[src/dino_run_params.svh]
// Raster is 1280x480 inside 1600x525 totals; colours are packed 24-bit RGB with red on top
`ifndef DINO_RUN_PARAMS_SVH
`define DINO_RUN_PARAMS_SVH

`define H_ACTIVE      1280
`define H_FRONT       32
`define H_SYNC        192
`define H_BACK        96
`define H_TOTAL       1600

`define V_ACTIVE      480
`define V_FRONT       10
`define V_SYNC        2
`define V_BACK        33
`define V_TOTAL       525

`define SPRITE_SIZE   32
`define GROUP_WIDTH   64

`define GROUND_Y      248
`define PTERO_Y       200

`define CACTUS_START  1200
`define GROUP_START   1600
`define LAVA_START    1800
`define PTERO_START   1400

`define DINO_X0       100
`define DINO_Y0       248

`define GROUND_LINE   280
`define EARTH_Y       300

`define SCORE_X       120
`define SCORE_Y       10
`define N_DIGITS      5

`define REPLAY_X      560
`define REPLAY_Y      200
`define REPLAY_W      160

`define ADDR_DINO_X   0
`define ADDR_DINO_Y   1
`define ADDR_REPLAY   19

`define COLOR_SKY     24'h87CEEB
`define COLOR_LINE    24'h000000
`define COLOR_DIRT    24'h8B4513
`define COLOR_EARTH   24'h64280A
`define COLOR_DINO    24'h535353
`define COLOR_CACTUS  24'h228B22
`define COLOR_GROUP   24'h2E8B57
`define COLOR_LAVA    24'hFF4500
`define COLOR_PTERO   24'h8A2BE2
`define COLOR_DIGIT   24'h000000
`define COLOR_BANNER  24'hFFD700

`endif

[src/dino_run_pkg.sv]
// Widths cover the 1600x525 counters; obstacle x above 2047 wraps inside hpos_t
`default_nettype none

package dino_run_pkg;

    typedef logic [10:0] hpos_t;      // Pixel column and object x
    typedef logic [9:0]  vpos_t;      // Pixel row and object y
    typedef logic [7:0]  color_t;     // One VGA channel
    typedef logic [3:0]  bcd_digit_t;
    typedef logic [5:0]  lfsr_t;

    // Two-state game flow
    typedef enum logic {
        GAME_RUNNING,
        GAME_OVER
    } game_state_t;

endpackage

`default_nettype wire

[src/vga_timing.sv]
// Counters start at 0 after reset; sync pulses are active low and vga_sync_n is tied low
`timescale 1ns/1ns
`default_nettype none
`include "dino_run_params.svh"

module vga_timing (
    input  logic                clk,
    input  logic                reset,
    output dino_run_pkg::hpos_t hcount,
    output dino_run_pkg::vpos_t vcount,
    output logic                vga_hs,
    output logic                vga_vs,
    output logic                vga_blank_n,
    output logic                vga_sync_n,
    output logic                vga_clk
);

    logic end_of_line;
    logic end_of_frame;

    assign end_of_line  = (hcount == dino_run_pkg::hpos_t'(`H_TOTAL - 1));
    assign end_of_frame = (vcount == dino_run_pkg::vpos_t'(`V_TOTAL - 1));

    always_ff @(posedge clk or posedge reset) begin
        if (reset) begin
            hcount <= '0;
        end else if (end_of_line) begin
            hcount <= '0;
        end else begin
            hcount <= hcount + 1'b1;
        end
    end

    // Rows advance once per line
    always_ff @(posedge clk or posedge reset) begin
        if (reset) begin
            vcount <= '0;
        end else if (end_of_line) begin
            if (end_of_frame) begin
                vcount <= '0;
            end else begin
                vcount <= vcount + 1'b1;
            end
        end
    end

    assign vga_hs = !((hcount >= `H_ACTIVE + `H_FRONT) &&
                      (hcount <  `H_ACTIVE + `H_FRONT + `H_SYNC));
    assign vga_vs = !((vcount >= `V_ACTIVE + `V_FRONT) &&
                      (vcount <  `V_ACTIVE + `V_FRONT + `V_SYNC));
    assign vga_blank_n = (hcount < `H_ACTIVE) && (vcount < `V_ACTIVE);
    assign vga_sync_n  = 1'b0;
    assign vga_clk     = hcount[0];   // Half-rate pixel clock

endmodule

`default_nettype wire

[src/game_ctrl.sv]
// Decodes only addresses 0, 1 and 19; upper writedata bits are ignored, replay acts as a level
`timescale 1ns/1ns
`default_nettype none
`include "dino_run_params.svh"

module game_ctrl (
    input  logic                clk,
    input  logic                reset,
    input  logic                chipselect,
    input  logic                write,
    input  logic [8:0]          address,
    input  logic [31:0]         writedata,
    input  dino_run_pkg::hpos_t cactus_x,
    input  dino_run_pkg::hpos_t group_x,
    input  dino_run_pkg::hpos_t lava_x,
    input  dino_run_pkg::hpos_t ptero_x,
    output dino_run_pkg::hpos_t dino_x,
    output dino_run_pkg::vpos_t dino_y,
    output logic                running,
    output logic                restart
);

    dino_run_pkg::game_state_t state;
    logic                      replay;
    logic                      bus_we;
    logic                      hit;

    // Dino box is always 32x32, obstacle boxes are 32 high
    function automatic logic overlap(input int ax, input int ay, input int bx,
                                     input int by, input int bw);
        return (ax < bx + bw) && (ax + `SPRITE_SIZE > bx) &&
               (ay < by + `SPRITE_SIZE) && (ay + `SPRITE_SIZE > by);
    endfunction

    assign bus_we = chipselect && write;

    always_ff @(posedge clk or posedge reset) begin
        if (reset) begin
            dino_x <= dino_run_pkg::hpos_t'(`DINO_X0);
            dino_y <= dino_run_pkg::vpos_t'(`DINO_Y0);
            replay <= 1'b0;
        end else if (bus_we) begin
            case (address)
                9'(`ADDR_DINO_X): dino_x <= writedata[10:0];
                9'(`ADDR_DINO_Y): dino_y <= writedata[9:0];
                9'(`ADDR_REPLAY): replay <= writedata[0];
                default: ;
            endcase
        end
    end

    always_comb begin
        hit = overlap(int'(dino_x), int'(dino_y), int'(cactus_x), `GROUND_Y, `SPRITE_SIZE) ||
              overlap(int'(dino_x), int'(dino_y), int'(group_x), `GROUND_Y, `GROUP_WIDTH) ||
              overlap(int'(dino_x), int'(dino_y), int'(lava_x), `GROUND_Y, `SPRITE_SIZE) ||
              overlap(int'(dino_x), int'(dino_y), int'(ptero_x), `PTERO_Y, `SPRITE_SIZE);
    end

    always_ff @(posedge clk or posedge reset) begin
        if (reset) begin
            state <= dino_run_pkg::GAME_RUNNING;
        end else begin
            case (state)
                dino_run_pkg::GAME_RUNNING: begin
                    if (hit) state <= dino_run_pkg::GAME_OVER;
                end
                dino_run_pkg::GAME_OVER: begin
                    if (replay) state <= dino_run_pkg::GAME_RUNNING;
                end
                default: state <= dino_run_pkg::GAME_RUNNING;
            endcase
        end
    end

    assign running = (state == dino_run_pkg::GAME_RUNNING);
    assign restart = (state == dino_run_pkg::GAME_OVER) && replay;  // Drops as state leaves OVER

endmodule

`default_nettype wire

[src/obstacle_field.sv]
// Speed is fixed at one pixel per tick; wrap targets past 2047 alias back onto the screen
`timescale 1ns/1ns
`default_nettype none
`include "dino_run_params.svh"

module obstacle_field #(
    parameter int MOTION_PERIOD = 2000000
) (
    input  logic                clk,
    input  logic                reset,
    input  logic                running,
    input  logic                restart,
    output logic                motion_tick,
    output dino_run_pkg::hpos_t cactus_x,
    output dino_run_pkg::hpos_t group_x,
    output dino_run_pkg::hpos_t lava_x,
    output dino_run_pkg::hpos_t ptero_x
);

    localparam int TIMER_W = (MOTION_PERIOD > 0) ? $clog2(MOTION_PERIOD + 1) : 1;

    logic [TIMER_W-1:0]  timer;
    dino_run_pkg::lfsr_t lfsr;

    // One pixel left, or back past the right edge once at the left border
    function automatic dino_run_pkg::hpos_t step(input dino_run_pkg::hpos_t x,
                                                 input dino_run_pkg::hpos_t offset);
        if (x <= 1) begin
            return dino_run_pkg::hpos_t'(`H_ACTIVE) + offset;
        end
        return x - 1'b1;
    endfunction

    assign motion_tick = running && (timer == TIMER_W'(MOTION_PERIOD));

    always_ff @(posedge clk or posedge reset) begin
        if (reset) begin
            timer <= '0;
        end else if (restart) begin
            timer <= '0;
        end else if (running) begin
            timer <= motion_tick ? '0 : timer + 1'b1;
        end
    end

    // x^6 + x^5 + 1, advanced once per tick
    always_ff @(posedge clk or posedge reset) begin
        if (reset) begin
            lfsr <= 6'b101011;
        end else if (motion_tick) begin
            lfsr <= {lfsr[4:0], lfsr[5] ^ lfsr[4]};
        end
    end

    always_ff @(posedge clk or posedge reset) begin
        if (reset) begin
            cactus_x <= dino_run_pkg::hpos_t'(`CACTUS_START);
            group_x  <= dino_run_pkg::hpos_t'(`GROUP_START);
            lava_x   <= dino_run_pkg::hpos_t'(`LAVA_START);
            ptero_x  <= dino_run_pkg::hpos_t'(`PTERO_START);
        end else if (restart) begin
            cactus_x <= dino_run_pkg::hpos_t'(`CACTUS_START);
            group_x  <= dino_run_pkg::hpos_t'(`GROUP_START);
            lava_x   <= dino_run_pkg::hpos_t'(`LAVA_START);
            ptero_x  <= dino_run_pkg::hpos_t'(`PTERO_START);
        end else if (motion_tick) begin
            cactus_x <= step(cactus_x, dino_run_pkg::hpos_t'({lfsr, 4'b0}));
            group_x  <= step(group_x, dino_run_pkg::hpos_t'({~lfsr, 4'b0}));
            lava_x   <= step(lava_x, dino_run_pkg::hpos_t'({lfsr[3:0], 6'b0}));
            ptero_x  <= step(ptero_x, dino_run_pkg::hpos_t'({lfsr[5:2], 6'b0}));
        end
    end

endmodule

`default_nettype wire

[src/score_bcd.sv]
// Counts motion ticks only; restart wins over a tick on the same edge, 99999 wraps to 0
`timescale 1ns/1ns
`default_nettype none
`include "dino_run_params.svh"

module score_bcd (
    input  logic                     clk,
    input  logic                     reset,
    input  logic                     motion_tick,
    input  logic                     restart,
    output dino_run_pkg::bcd_digit_t digits [`N_DIGITS]
);

    logic [`N_DIGITS-1:0] carry;   // carry[i] set when digit i must step

    always_comb begin
        carry[0] = 1'b1;
        for (int i = 1; i < `N_DIGITS; i++) begin
            carry[i] = carry[i-1] && (digits[i-1] == 4'd9);
        end
    end

    always_ff @(posedge clk or posedge reset) begin
        if (reset) begin
            for (int i = 0; i < `N_DIGITS; i++) begin
                digits[i] <= '0;
            end
        end else if (restart) begin
            for (int i = 0; i < `N_DIGITS; i++) begin
                digits[i] <= '0;
            end
        end else if (motion_tick) begin
            for (int i = 0; i < `N_DIGITS; i++) begin
                if (carry[i]) begin
                    digits[i] <= (digits[i] == 4'd9) ? 4'd0 : digits[i] + 1'b1;
                end
            end
        end
    end

endmodule

`default_nettype wire

[src/pixel_renderer.sv]
// RGB is registered one clock behind hcount/vcount; objects are plain boxes, digits 0..9 only
`timescale 1ns/1ns
`default_nettype none
`include "dino_run_params.svh"

module pixel_renderer (
    input  logic                     clk,
    input  logic                     reset,
    input  logic                     running,
    input  dino_run_pkg::hpos_t      hcount,
    input  dino_run_pkg::vpos_t      vcount,
    input  dino_run_pkg::hpos_t      dino_x,
    input  dino_run_pkg::vpos_t      dino_y,
    input  dino_run_pkg::hpos_t      cactus_x,
    input  dino_run_pkg::hpos_t      group_x,
    input  dino_run_pkg::hpos_t      lava_x,
    input  dino_run_pkg::hpos_t      ptero_x,
    input  dino_run_pkg::bcd_digit_t digits [`N_DIGITS],
    output dino_run_pkg::color_t     vga_r,
    output dino_run_pkg::color_t     vga_g,
    output dino_run_pkg::color_t     vga_b
);

    // Glyph rows top to bottom, bit 7 is the left column
    localparam logic [7:0] FONT [10][8] = '{
        '{8'h38, 8'h44, 8'h4C, 8'h54, 8'h64, 8'h44, 8'h38, 8'h00},
        '{8'h10, 8'h30, 8'h10, 8'h10, 8'h10, 8'h10, 8'h38, 8'h00},
        '{8'h38, 8'h44, 8'h04, 8'h08, 8'h10, 8'h20, 8'h7C, 8'h00},
        '{8'h7C, 8'h08, 8'h10, 8'h08, 8'h04, 8'h44, 8'h38, 8'h00},
        '{8'h08, 8'h18, 8'h28, 8'h48, 8'h7C, 8'h08, 8'h08, 8'h00},
        '{8'h7C, 8'h40, 8'h78, 8'h04, 8'h04, 8'h44, 8'h38, 8'h00},
        '{8'h18, 8'h20, 8'h40, 8'h78, 8'h44, 8'h44, 8'h38, 8'h00},
        '{8'h7C, 8'h04, 8'h08, 8'h10, 8'h20, 8'h20, 8'h20, 8'h00},
        '{8'h38, 8'h44, 8'h44, 8'h38, 8'h44, 8'h44, 8'h38, 8'h00},
        '{8'h38, 8'h44, 8'h44, 8'h3C, 8'h04, 8'h08, 8'h30, 8'h00}
    };

    dino_run_pkg::hpos_t      score_dx;
    dino_run_pkg::vpos_t      score_dy;
    logic                     in_score;
    dino_run_pkg::bcd_digit_t glyph_digit;
    logic                     glyph_bit;
    logic                     active;
    logic [23:0]              color_next;

    function automatic logic in_box(input int px, input int py, input int bx,
                                    input int by, input int w, input int h);
        return (px >= bx) && (px < bx + w) && (py >= by) && (py < by + h);
    endfunction

    assign score_dx = hcount - dino_run_pkg::hpos_t'(`SCORE_X);
    assign score_dy = vcount - dino_run_pkg::vpos_t'(`SCORE_Y);
    assign in_score = in_box(int'(hcount), int'(vcount), `SCORE_X, `SCORE_Y,
                             8 * `N_DIGITS, 8);
    assign active   = (hcount < `H_ACTIVE) && (vcount < `V_ACTIVE);

    // Leftmost glyph is the most significant digit
    always_comb begin
        glyph_digit = '0;
        for (int i = 0; i < `N_DIGITS; i++) begin
            if (score_dx[5:3] == 3'(`N_DIGITS - 1 - i)) glyph_digit = digits[i];
        end
        glyph_bit = FONT[glyph_digit][score_dy[2:0]][3'd7 - score_dx[2:0]];
    end

    always_comb begin
        if (!active) begin
            color_next = '0;
        end else if (running) begin
            if (vcount < `GROUND_LINE) color_next = `COLOR_SKY;
            else if (vcount == `GROUND_LINE) color_next = `COLOR_LINE;
            else if (vcount <= `EARTH_Y) color_next = `COLOR_DIRT;
            else color_next = `COLOR_EARTH;

            if (in_box(int'(hcount), int'(vcount), int'(dino_x), int'(dino_y),
                       `SPRITE_SIZE, `SPRITE_SIZE)) color_next = `COLOR_DINO;
            if (in_box(int'(hcount), int'(vcount), int'(cactus_x), `GROUND_Y,
                       `SPRITE_SIZE, `SPRITE_SIZE)) color_next = `COLOR_CACTUS;
            if (in_box(int'(hcount), int'(vcount), int'(group_x), `GROUND_Y,
                       `GROUP_WIDTH, `SPRITE_SIZE)) color_next = `COLOR_GROUP;
            if (in_box(int'(hcount), int'(vcount), int'(lava_x), `GROUND_Y,
                       `SPRITE_SIZE, `SPRITE_SIZE)) color_next = `COLOR_LAVA;
            if (in_box(int'(hcount), int'(vcount), int'(ptero_x), `PTERO_Y,
                       `SPRITE_SIZE, `SPRITE_SIZE)) color_next = `COLOR_PTERO;

            if (in_score && glyph_bit) color_next = `COLOR_DIGIT;   // Clear bits show through
        end else begin
            color_next = `COLOR_SKY;
            if (in_box(int'(hcount), int'(vcount), `REPLAY_X, `REPLAY_Y,
                       `REPLAY_W, `SPRITE_SIZE)) color_next = `COLOR_BANNER;
        end
    end

    always_ff @(posedge clk or posedge reset) begin
        if (reset) begin
            vga_r <= '0;
            vga_g <= '0;
            vga_b <= '0;
        end else begin
            vga_r <= color_next[23:16];
            vga_g <= color_next[15:8];
            vga_b <= color_next[7:0];
        end
    end

endmodule

`default_nettype wire

[src/dino_run_top.sv]
// One motion tick per MOTION_PERIOD+1 clocks; the bus has no wait states and no read path
`timescale 1ns/1ns
`default_nettype none
`include "dino_run_params.svh"

module dino_run_top #(
    parameter int MOTION_PERIOD = 2000000
) (
    input  logic                 clk,
    input  logic                 reset,
    input  logic                 chipselect,
    input  logic                 write,
    input  logic [8:0]           address,
    input  logic [31:0]          writedata,
    output dino_run_pkg::color_t vga_r,
    output dino_run_pkg::color_t vga_g,
    output dino_run_pkg::color_t vga_b,
    output logic                 vga_hs,
    output logic                 vga_vs,
    output logic                 vga_blank_n,
    output logic                 vga_sync_n,
    output logic                 vga_clk
);

    dino_run_pkg::hpos_t      hcount;
    dino_run_pkg::vpos_t      vcount;
    dino_run_pkg::hpos_t      dino_x;
    dino_run_pkg::vpos_t      dino_y;
    dino_run_pkg::hpos_t      cactus_x;
    dino_run_pkg::hpos_t      group_x;
    dino_run_pkg::hpos_t      lava_x;
    dino_run_pkg::hpos_t      ptero_x;
    dino_run_pkg::bcd_digit_t digits [`N_DIGITS];
    logic                     running;
    logic                     restart;
    logic                     motion_tick;

    vga_timing u_timing (
        .clk, .reset, .hcount, .vcount,
        .vga_hs, .vga_vs, .vga_blank_n, .vga_sync_n, .vga_clk
    );

    game_ctrl u_ctrl (
        .clk, .reset, .chipselect, .write, .address, .writedata,
        .cactus_x, .group_x, .lava_x, .ptero_x,
        .dino_x, .dino_y, .running, .restart
    );

    obstacle_field #(.MOTION_PERIOD(MOTION_PERIOD)) u_field (
        .clk, .reset, .running, .restart, .motion_tick,
        .cactus_x, .group_x, .lava_x, .ptero_x
    );

    score_bcd u_score (
        .clk, .reset, .motion_tick, .restart, .digits
    );

    pixel_renderer u_render (
        .clk, .reset, .running, .hcount, .vcount, .dino_x, .dino_y,
        .cactus_x, .group_x, .lava_x, .ptero_x, .digits,
        .vga_r, .vga_g, .vga_b
    );

endmodule

`default_nettype wire

[config.mk]
export PLATFORM = sky130hd
export DESIGN_NAME = dino_run_top
export DESIGN_NICKNAME = d
export VERILOG_FILES = /design/src/dino_run_pkg.sv /design/src/vga_timing.sv /design/src/game_ctrl.sv /design/src/obstacle_field.sv /design/src/score_bcd.sv /design/src/pixel_renderer.sv /design/src/dino_run_top.sv
export VERILOG_INCLUDE_DIRS = /design/src /design/src/src
export SDC_FILE = /design/constraint.sdc
export NUM_CORES = 1
export LEC_CHECK = 0
export BUFFER_PORTS_ARGS = -buffer_cell sky130_fd_sc_hd__buf_2
export CAP_MARGIN = 20
export CORE_MARGIN = 2
export CORE_UTILIZATION = 53
export DETAILED_ROUTE_END_ITERATION = 12
export GPL_TIMING_DRIVEN = 0
export PLACE_DENSITY_LB_ADDON = 0.15
export SLEW_MARGIN = 20
export SYNTH_ARGS = -nofsm -noshare
export SYNTH_HDL_FRONTEND = slang
export SYNTH_SLANG_ARGS = --single-unit
[constraint.sdc]
create_clock -name clk -period 8.2 [get_ports clk]
set_input_delay 2.46 -clock clk [delete_from_list [all_inputs] [get_ports clk]]
set_output_delay 2.46 -clock clk [all_outputs]
set_load 0.005 [all_outputs]
==> results of run 1 <==
==> stage by stage <==
stage / setup TNS (ns) / power, mW / util, % / area (µm²) / std cells
after CTS: 0 / 2.437 / 58.67 / 15160 / 2053
final: 0 / 2.445 / 58.72 / 15170 / 2053
after global routing: 0 / 2.572 / 58.72 / 15170 / 2053
after floorplan: 0 / 1.382 / - / 13820 / 1634
after global placement: -58.77 / 1.558 / 56.10 / 14490 / 2020
after detailed placement: 0 / 1.576 / 56.23 / 14530 / 2021
==> worst min path at each step <==
stage | cells after the start | start | slack, ns | end
after global routing | 2 | u_field.lfsr[5] | 0.54 | u_field.lfsr[5]
final | 2 | u_field.lfsr[5] | 0.50 | u_field.lfsr[5]
after detailed placement | 2 | u_field.lfsr[5] | 0.49 | u_field.lfsr[5]
after global placement | 2 | u_field.lfsr[5] | 0.49 | u_field.lfsr[5]
after floorplan | 2 | u_field.lfsr[1] | 0.45 | u_field.lfsr[1]
after CTS | 2 | u_field.lfsr[5] | 0.51 | u_field.lfsr[5]
==> logic make-up (layout without fill, tap and decap cells) <==
| group | after synthesis | count (layout) | synth area share, % |
|---|---|---|---|
| multiplexers | 39 | 39 | 3.214 |
| flip-flops | 158 | 158 | 28.87 |
| adder cells (fa/ha/maj) | 213 | 213 | 19.28 |
| AND/OR/NAND/NOR | 561 | 561 | 20.01 |
| other | 1 | 1 | 0.02714 |
| buffers and inverters | 172 | 256 | 4.835 |
| AO/OA/AOI/OAI | 442 | 442 | 20.72 |
| XOR/XNOR | 48 | 48 | 3.042 |
==> layout make-up <==
class / instances / area [µm²] / share of cell area (%)
Multi-Input combinational cell: 1304 / 9174 / 60.47
Inverter: 120 / 457.9 / 3.019
Timing Repair Buffer: 52 / 282.8 / 1.864
Buffer: 52 / 217.7 / 1.435
Clock buffer: 17 / 425.4 / 2.804
Sequential cell: 158 / 3990 / 26.30
Clock inverter: 15 / 203.9 / 1.344
Tap cell: 335 / 419.2 / 2.763
==> layer usage <==
metal / up-vias / wire length [µm] / track usage, %
li1: 6165 / - / -
met1: 6204 / 18610 / 42.43
met2: 553 / 18980 / 50.45
met3: 125 / 2892 / 4.820
met4: 0 / 1732 / 13.28
met5: - / 0 / 0
==> state kept, by name (all words and copies together) (netlist names), 10 cells and up <==
register / cells
u_score.digits: 20
u_ctrl.dino_y: 10
u_field.cactus_x: 11
u_field.group_x: 11
u_field.lava_x: 11
u_timing.vcount: 10
u_ctrl.dino_x: 11
u_field.ptero_x: 11
u_field.timer: 21
u_timing.hcount: 11
==> critical path, cell delays in order (launching register included) <==
cell	delay, ns
dfrtp_1	0.88
buf_2	0.34
buf_1	0.38
or3_1	0.17
nand4_1	0.13
buf_2	0.17
==> cells in the final DEF (no fill, tap or decap), drive strengths merged, types with 20 or more instances in the layout <==
cell	synthesis	layout
nand4	42	42
mux2	30	30
inv	117	125
o21ai	136	136
nand3	75	75
dfrtp	129	129
dfstp	29	29
buf	8	60
xnor2	34	34
nand2	135	135
clkbuf	44	61
a21o	24	24
a21oi	104	104
ha	213	213
nor3	56	56
a211oi	20	20
nor2	130	130
==> where the power goes <==
part / total (mW) / switching, mW / internal (mW) / leakage (nW)
combinational: 0.663 / 0.409 / 0.254 / 4.49
clock: 0.865 / 0.442 / 0.422 / 0.303
sequential: 0.918 / 0.0673 / 0.850 / 2.00
==> flow_summary.ini, run 1 <==
[run_status]
status = finished, final reports clean

[yosys]
synth_area_leaders = dfrtp_1 (23%), ha_1 (19%), dfstp_2 (5.5%)
synth.distinct_cells = 89
synthCells = 1634
synth_top_area_cell = dfrtp_1
syn_area_mm2 = 0.01382
synth-seq-cells = 158
synth_fp_nets = 1892
ys.flop_type = dfrtp_1
yosysWarnings = 0
synth_area_per_cell_um2 = 8.457
synth_commonest_cells = ha_1 (213), o21ai_0 (136), nand2_1 (135)
synth_edf_count = 0
synth_top_area_share_pct = 23.36
async_reset_ff_share_pct = 100.0
yosysSeqAreaShare_pct = 28.87
synth.most_common_cell = ha_1

[floorplanning]
io_pins = 74
num_rows = 59
die_area_mm2 = 0.02738
die_w_um = 165.5
coreArea_mm2 = 0.02584
fp.dieH_um = 165.5
initial_core_util_pct = 53.49

[cts]
numClockSinks = 158
clkLatencyLatePin_ns = 0.45
cts_hold_buffers = 0
cts_max_level = 4
ctsResizeCount = 0
cts_buffers = 17
cts_buffer_depth = 2
clk_pin_slew_ns = 0.08
cts_tree = done
cts_setup_buffers = 0
ctsRootBufferMaster = clkbuf_16

[sta]
slew-limit-headroom_pct = 20.72
max_freq_ghz = 0.2008
setup_ws_ns = 3.220
setup_violations = 0
hold_viol_final = 0
skew_ns = 0.01608
period_needed_ns = 4.980
worstMarginPinSlew_ns = 1.180
hold_ws_ns = 0.5021
finalMaxSlewViolations = 0
rsz0062_at_grt = false
period_share_pct = 60.73

[final_layout]
n_antenna_cell = 0
finalNetCount = 1963
drive_gt1_share_pct = 10.65
n_fill_cell = 2342
syn_to_final_growth_pct = 9.778

[placement]
place_ws_ns = 3.468
dpl.hpwl_mm = 31.19
globalplace.congestion = 0.9404
port_buffers = 51

[setup_path]
critPathLaunch = u_timing.hcount[5]
crit_fanout = 13
crit_end = vga_hs
cp_data_required_time_ns = 5.74
critPathLaunchType = flip-flop
r2r_start = u_timing.hcount[5]
r2r_end = u_render.vga_b[6]
arrival_ns = 2.52
crit_type = flip-flop to output pin
endpoint_kind = output pin
reg2reg_depth = 13
ff2ff_setup_slack_ns = 3.26

[detailed_routing]
wl_per_cell_um = 20.56
drt_iter0_drc = 1132
drtAntennaViolNets = 0
route.detailed.drc = 0
routed_wl_mm = 42.21
num_vias = 13050
firstDrtPassIters = 6
routed_via_density = 6.355

[grt]
grt_pass1_vias = 12320
track_usage_pct = 31.49
grt_overflow = 0
grt_pass1_wl_mm = 66.55
grt_antenna_before_repair = 0
grt_max_degree = 94

[pwr]
p_leak_nw = 6.792
ir_worst_vdd_uv = 138.5
powerDensity_mw_per_mm2 = 161.2

[job]
cap_violations = 0

[hold_path]
hold_class = flip-flop to flip-flop
(Power assumes the default switching activity.)
==> run 2: changes to the inputs <==
==> constraint.sdc (replaced) <==
create_clock -name clk -period 5 [get_ports clk]
set_input_delay 1.5 -clock clk [delete_from_list [all_inputs] [get_ports clk]]
set_output_delay 1.5 -clock clk [all_outputs]
set_load 0.005 [all_outputs]
==> run 2 against run 1 <==
  * Final area up 0.52%
  * Largest cell class unchanged
  * Clock power rose by 63%
  * Via count grew 1.2%
  * Critical endpoint is now u_render.vga_g[1]
  * Setup slack got worse by 2.9 ns
==> flow_summary.ini, run 2 (same netlist as run 1, synthesis figures left out) <==
[setup_path]
arrival_ns = 5.01
crit_type = flip-flop to flip-flop
cp_slowest_cell = a21oi_1
slowest_delay_ns = 0.67
crit_chain = buf_6 > buf_2 > mux2i_1 > o21ai_0 > a21oi_1 > ha_1 > nand2_1 > a2111o_1 > and4_4 > a41o_1 > a32o_2 > a21oi_4 > nand2_1 > o21ai_0
cp_data_required_time_ns = 5.29
crit_fanout = 10
critPathLaunchType = flip-flop
endpoint_kind = flip-flop

[final_layout]
n_antenna_cell = 0
top_register = u_field.timer
drive_gt1_share_pct = 10.86
final_common_cell = ha_1
finalNetCount = 1967
reg.largest.list = u_field.timer: 21 flops, u_score.digits: 20 flops
layout_common_cells = ha_1 (213), o21ai_0 (136), nand2_1 (135)
largest_reg_flops = 21
fin_util_pct = 59.02
syn_to_final_growth_pct = 10.35

[cts]
cts_buffer_depth = 2
clk_pin_slew_ns = 0.08
numClockSinks = 158
cts_max_level = 4
ctsResizeCount = 0
cts_buffers = 17
cts_tree = done
clkLatencyLatePin_ns = 0.45
cts_setup_buffers = 0
cts_hold_buffers = 0
ctsRootBufferMaster = clkbuf_16

[detailed_routing]
firstDrtPassIters = 5
drtAntennaViolNets = 0
route.detailed.drc = 0
num_vias = 13210
routed_wl_mm = 42.53
routed_via_density = 6.420
wl_per_cell_um = 20.68
drt_iter0_drc = 1157

[floorplanning]
initial_core_util_pct = 53.49
die_w_um = 165.5
io_pins = 74
fp.dieH_um = 165.5
num_rows = 59
die_area_mm2 = 0.02738
coreArea_mm2 = 0.02584

[sta]
hold_viol_final = 0
slew-limit-headroom_pct = 27.81
skew_ns = 0.01501
period_needed_ns = 4.720
fin_tns_setup_ns = 0
rsz0062_at_grt = false
setup_violations = 0
worstMarginPinSlew_ns = 1.073
finalMaxSlewViolations = 0
period_share_pct = 94.41
max_freq_ghz = 0.2118

[placement]
globalplace.congestion = 0.9294
dpl.hpwl_mm = 31.71
port_buffers = 51

[grt]
track_usage_pct = 31.76
grt_pass1_wl_mm = 67.32
grt_max_degree = 34
grt_antenna_before_repair = 0
grt_overflow = 0
grt_pass1_vias = 12370

[run_status]
status = finished, final reports clean

[job]
cap_violations = 0

[pwr]
powerDensity_mw_per_mm2 = 262.5
p_leak_nw = 6.826
p_total_mw = 4.003
ir_worst_vdd_uv = 258.9

[hold_path]
hold_class = flip-flop to flip-flop
run 2: report_power, final:
part           leakage, nW  internal [mW]  total [mW]  switching (mW)
registers             2.00           1.39        1.50           0.108
clock network        0.305          0.693        1.41           0.717
logic                 4.52          0.423        1.09           0.668
run 2: worst paths after layout:
check	cells after the start	to	slack, ns	start
hold / removal	2	u_field.lfsr[5]	0.49	u_field.lfsr[5]
max in group asynchronous	4	u_ctrl.dino_y[4]	3.14	reset
setup reg to reg	14	u_render.vga_g[1]	0.28	u_timing.hcount[4]
min in group asynchronous	2	u_field.group_x[7]	1.07	reset
hold reg to reg	2	u_field.lfsr[5]	0.49	u_field.lfsr[5]
setup / recovery	14	u_render.vga_g[1]	0.28	u_timing.hcount[4]
run 2: worst max-delay path, delay by kind of cell, from the launching register on:
| kind | cells | cell delay (ns) |
|---|---|---|
| simple gates | 3 | 0.48 |
| flops | 1 | 0.65 |
| buf+inv | 2 | 0.49 |
| compound gates | 7 | 2.18 |
| fa+ha+maj | 1 | 0.42 |
| mux | 1 | 0.34 |
run 2: final cells by class:
type                            instances  area (µm²)
Tap cell                              335       419.2
Inverter                              120       454.2
Clock inverter                         15       211.5
Multi-Input combinational cell       1304        9168
Fill cell                            2308       10590
Timing Repair Buffer                   56       362.8
Clock buffer                           17       425.4
Sequential cell                       158        3991
Buffer                                 52       217.7
run 2: through the flow:
stage               instance area, µm²  hold WS, ns  cells  setup slack [ns]
finish                           15250       0.4938   2057            0.2796
CTS                              15240       0.4961   2057            0.2498
global route                     15250       0.5428   2057            0.1340
floorplan                        13820       0.4546   1634             1.492
global placement                 14500       0.4825   2020            0.2300
detailed placement               14610       0.4847   2025            0.2422
run 2: per-layer routing:
metal	up-vias	part of all wire, %	GRT usage (%)	routed length, µm
met1	6355	44	42.56	18880
met3	113	6.1	4.520	2600
li1	6195	-	-	-
met5	-	0	0	0
met2	543	46	51.87	19460
met4	0	3.7	12.42	1587
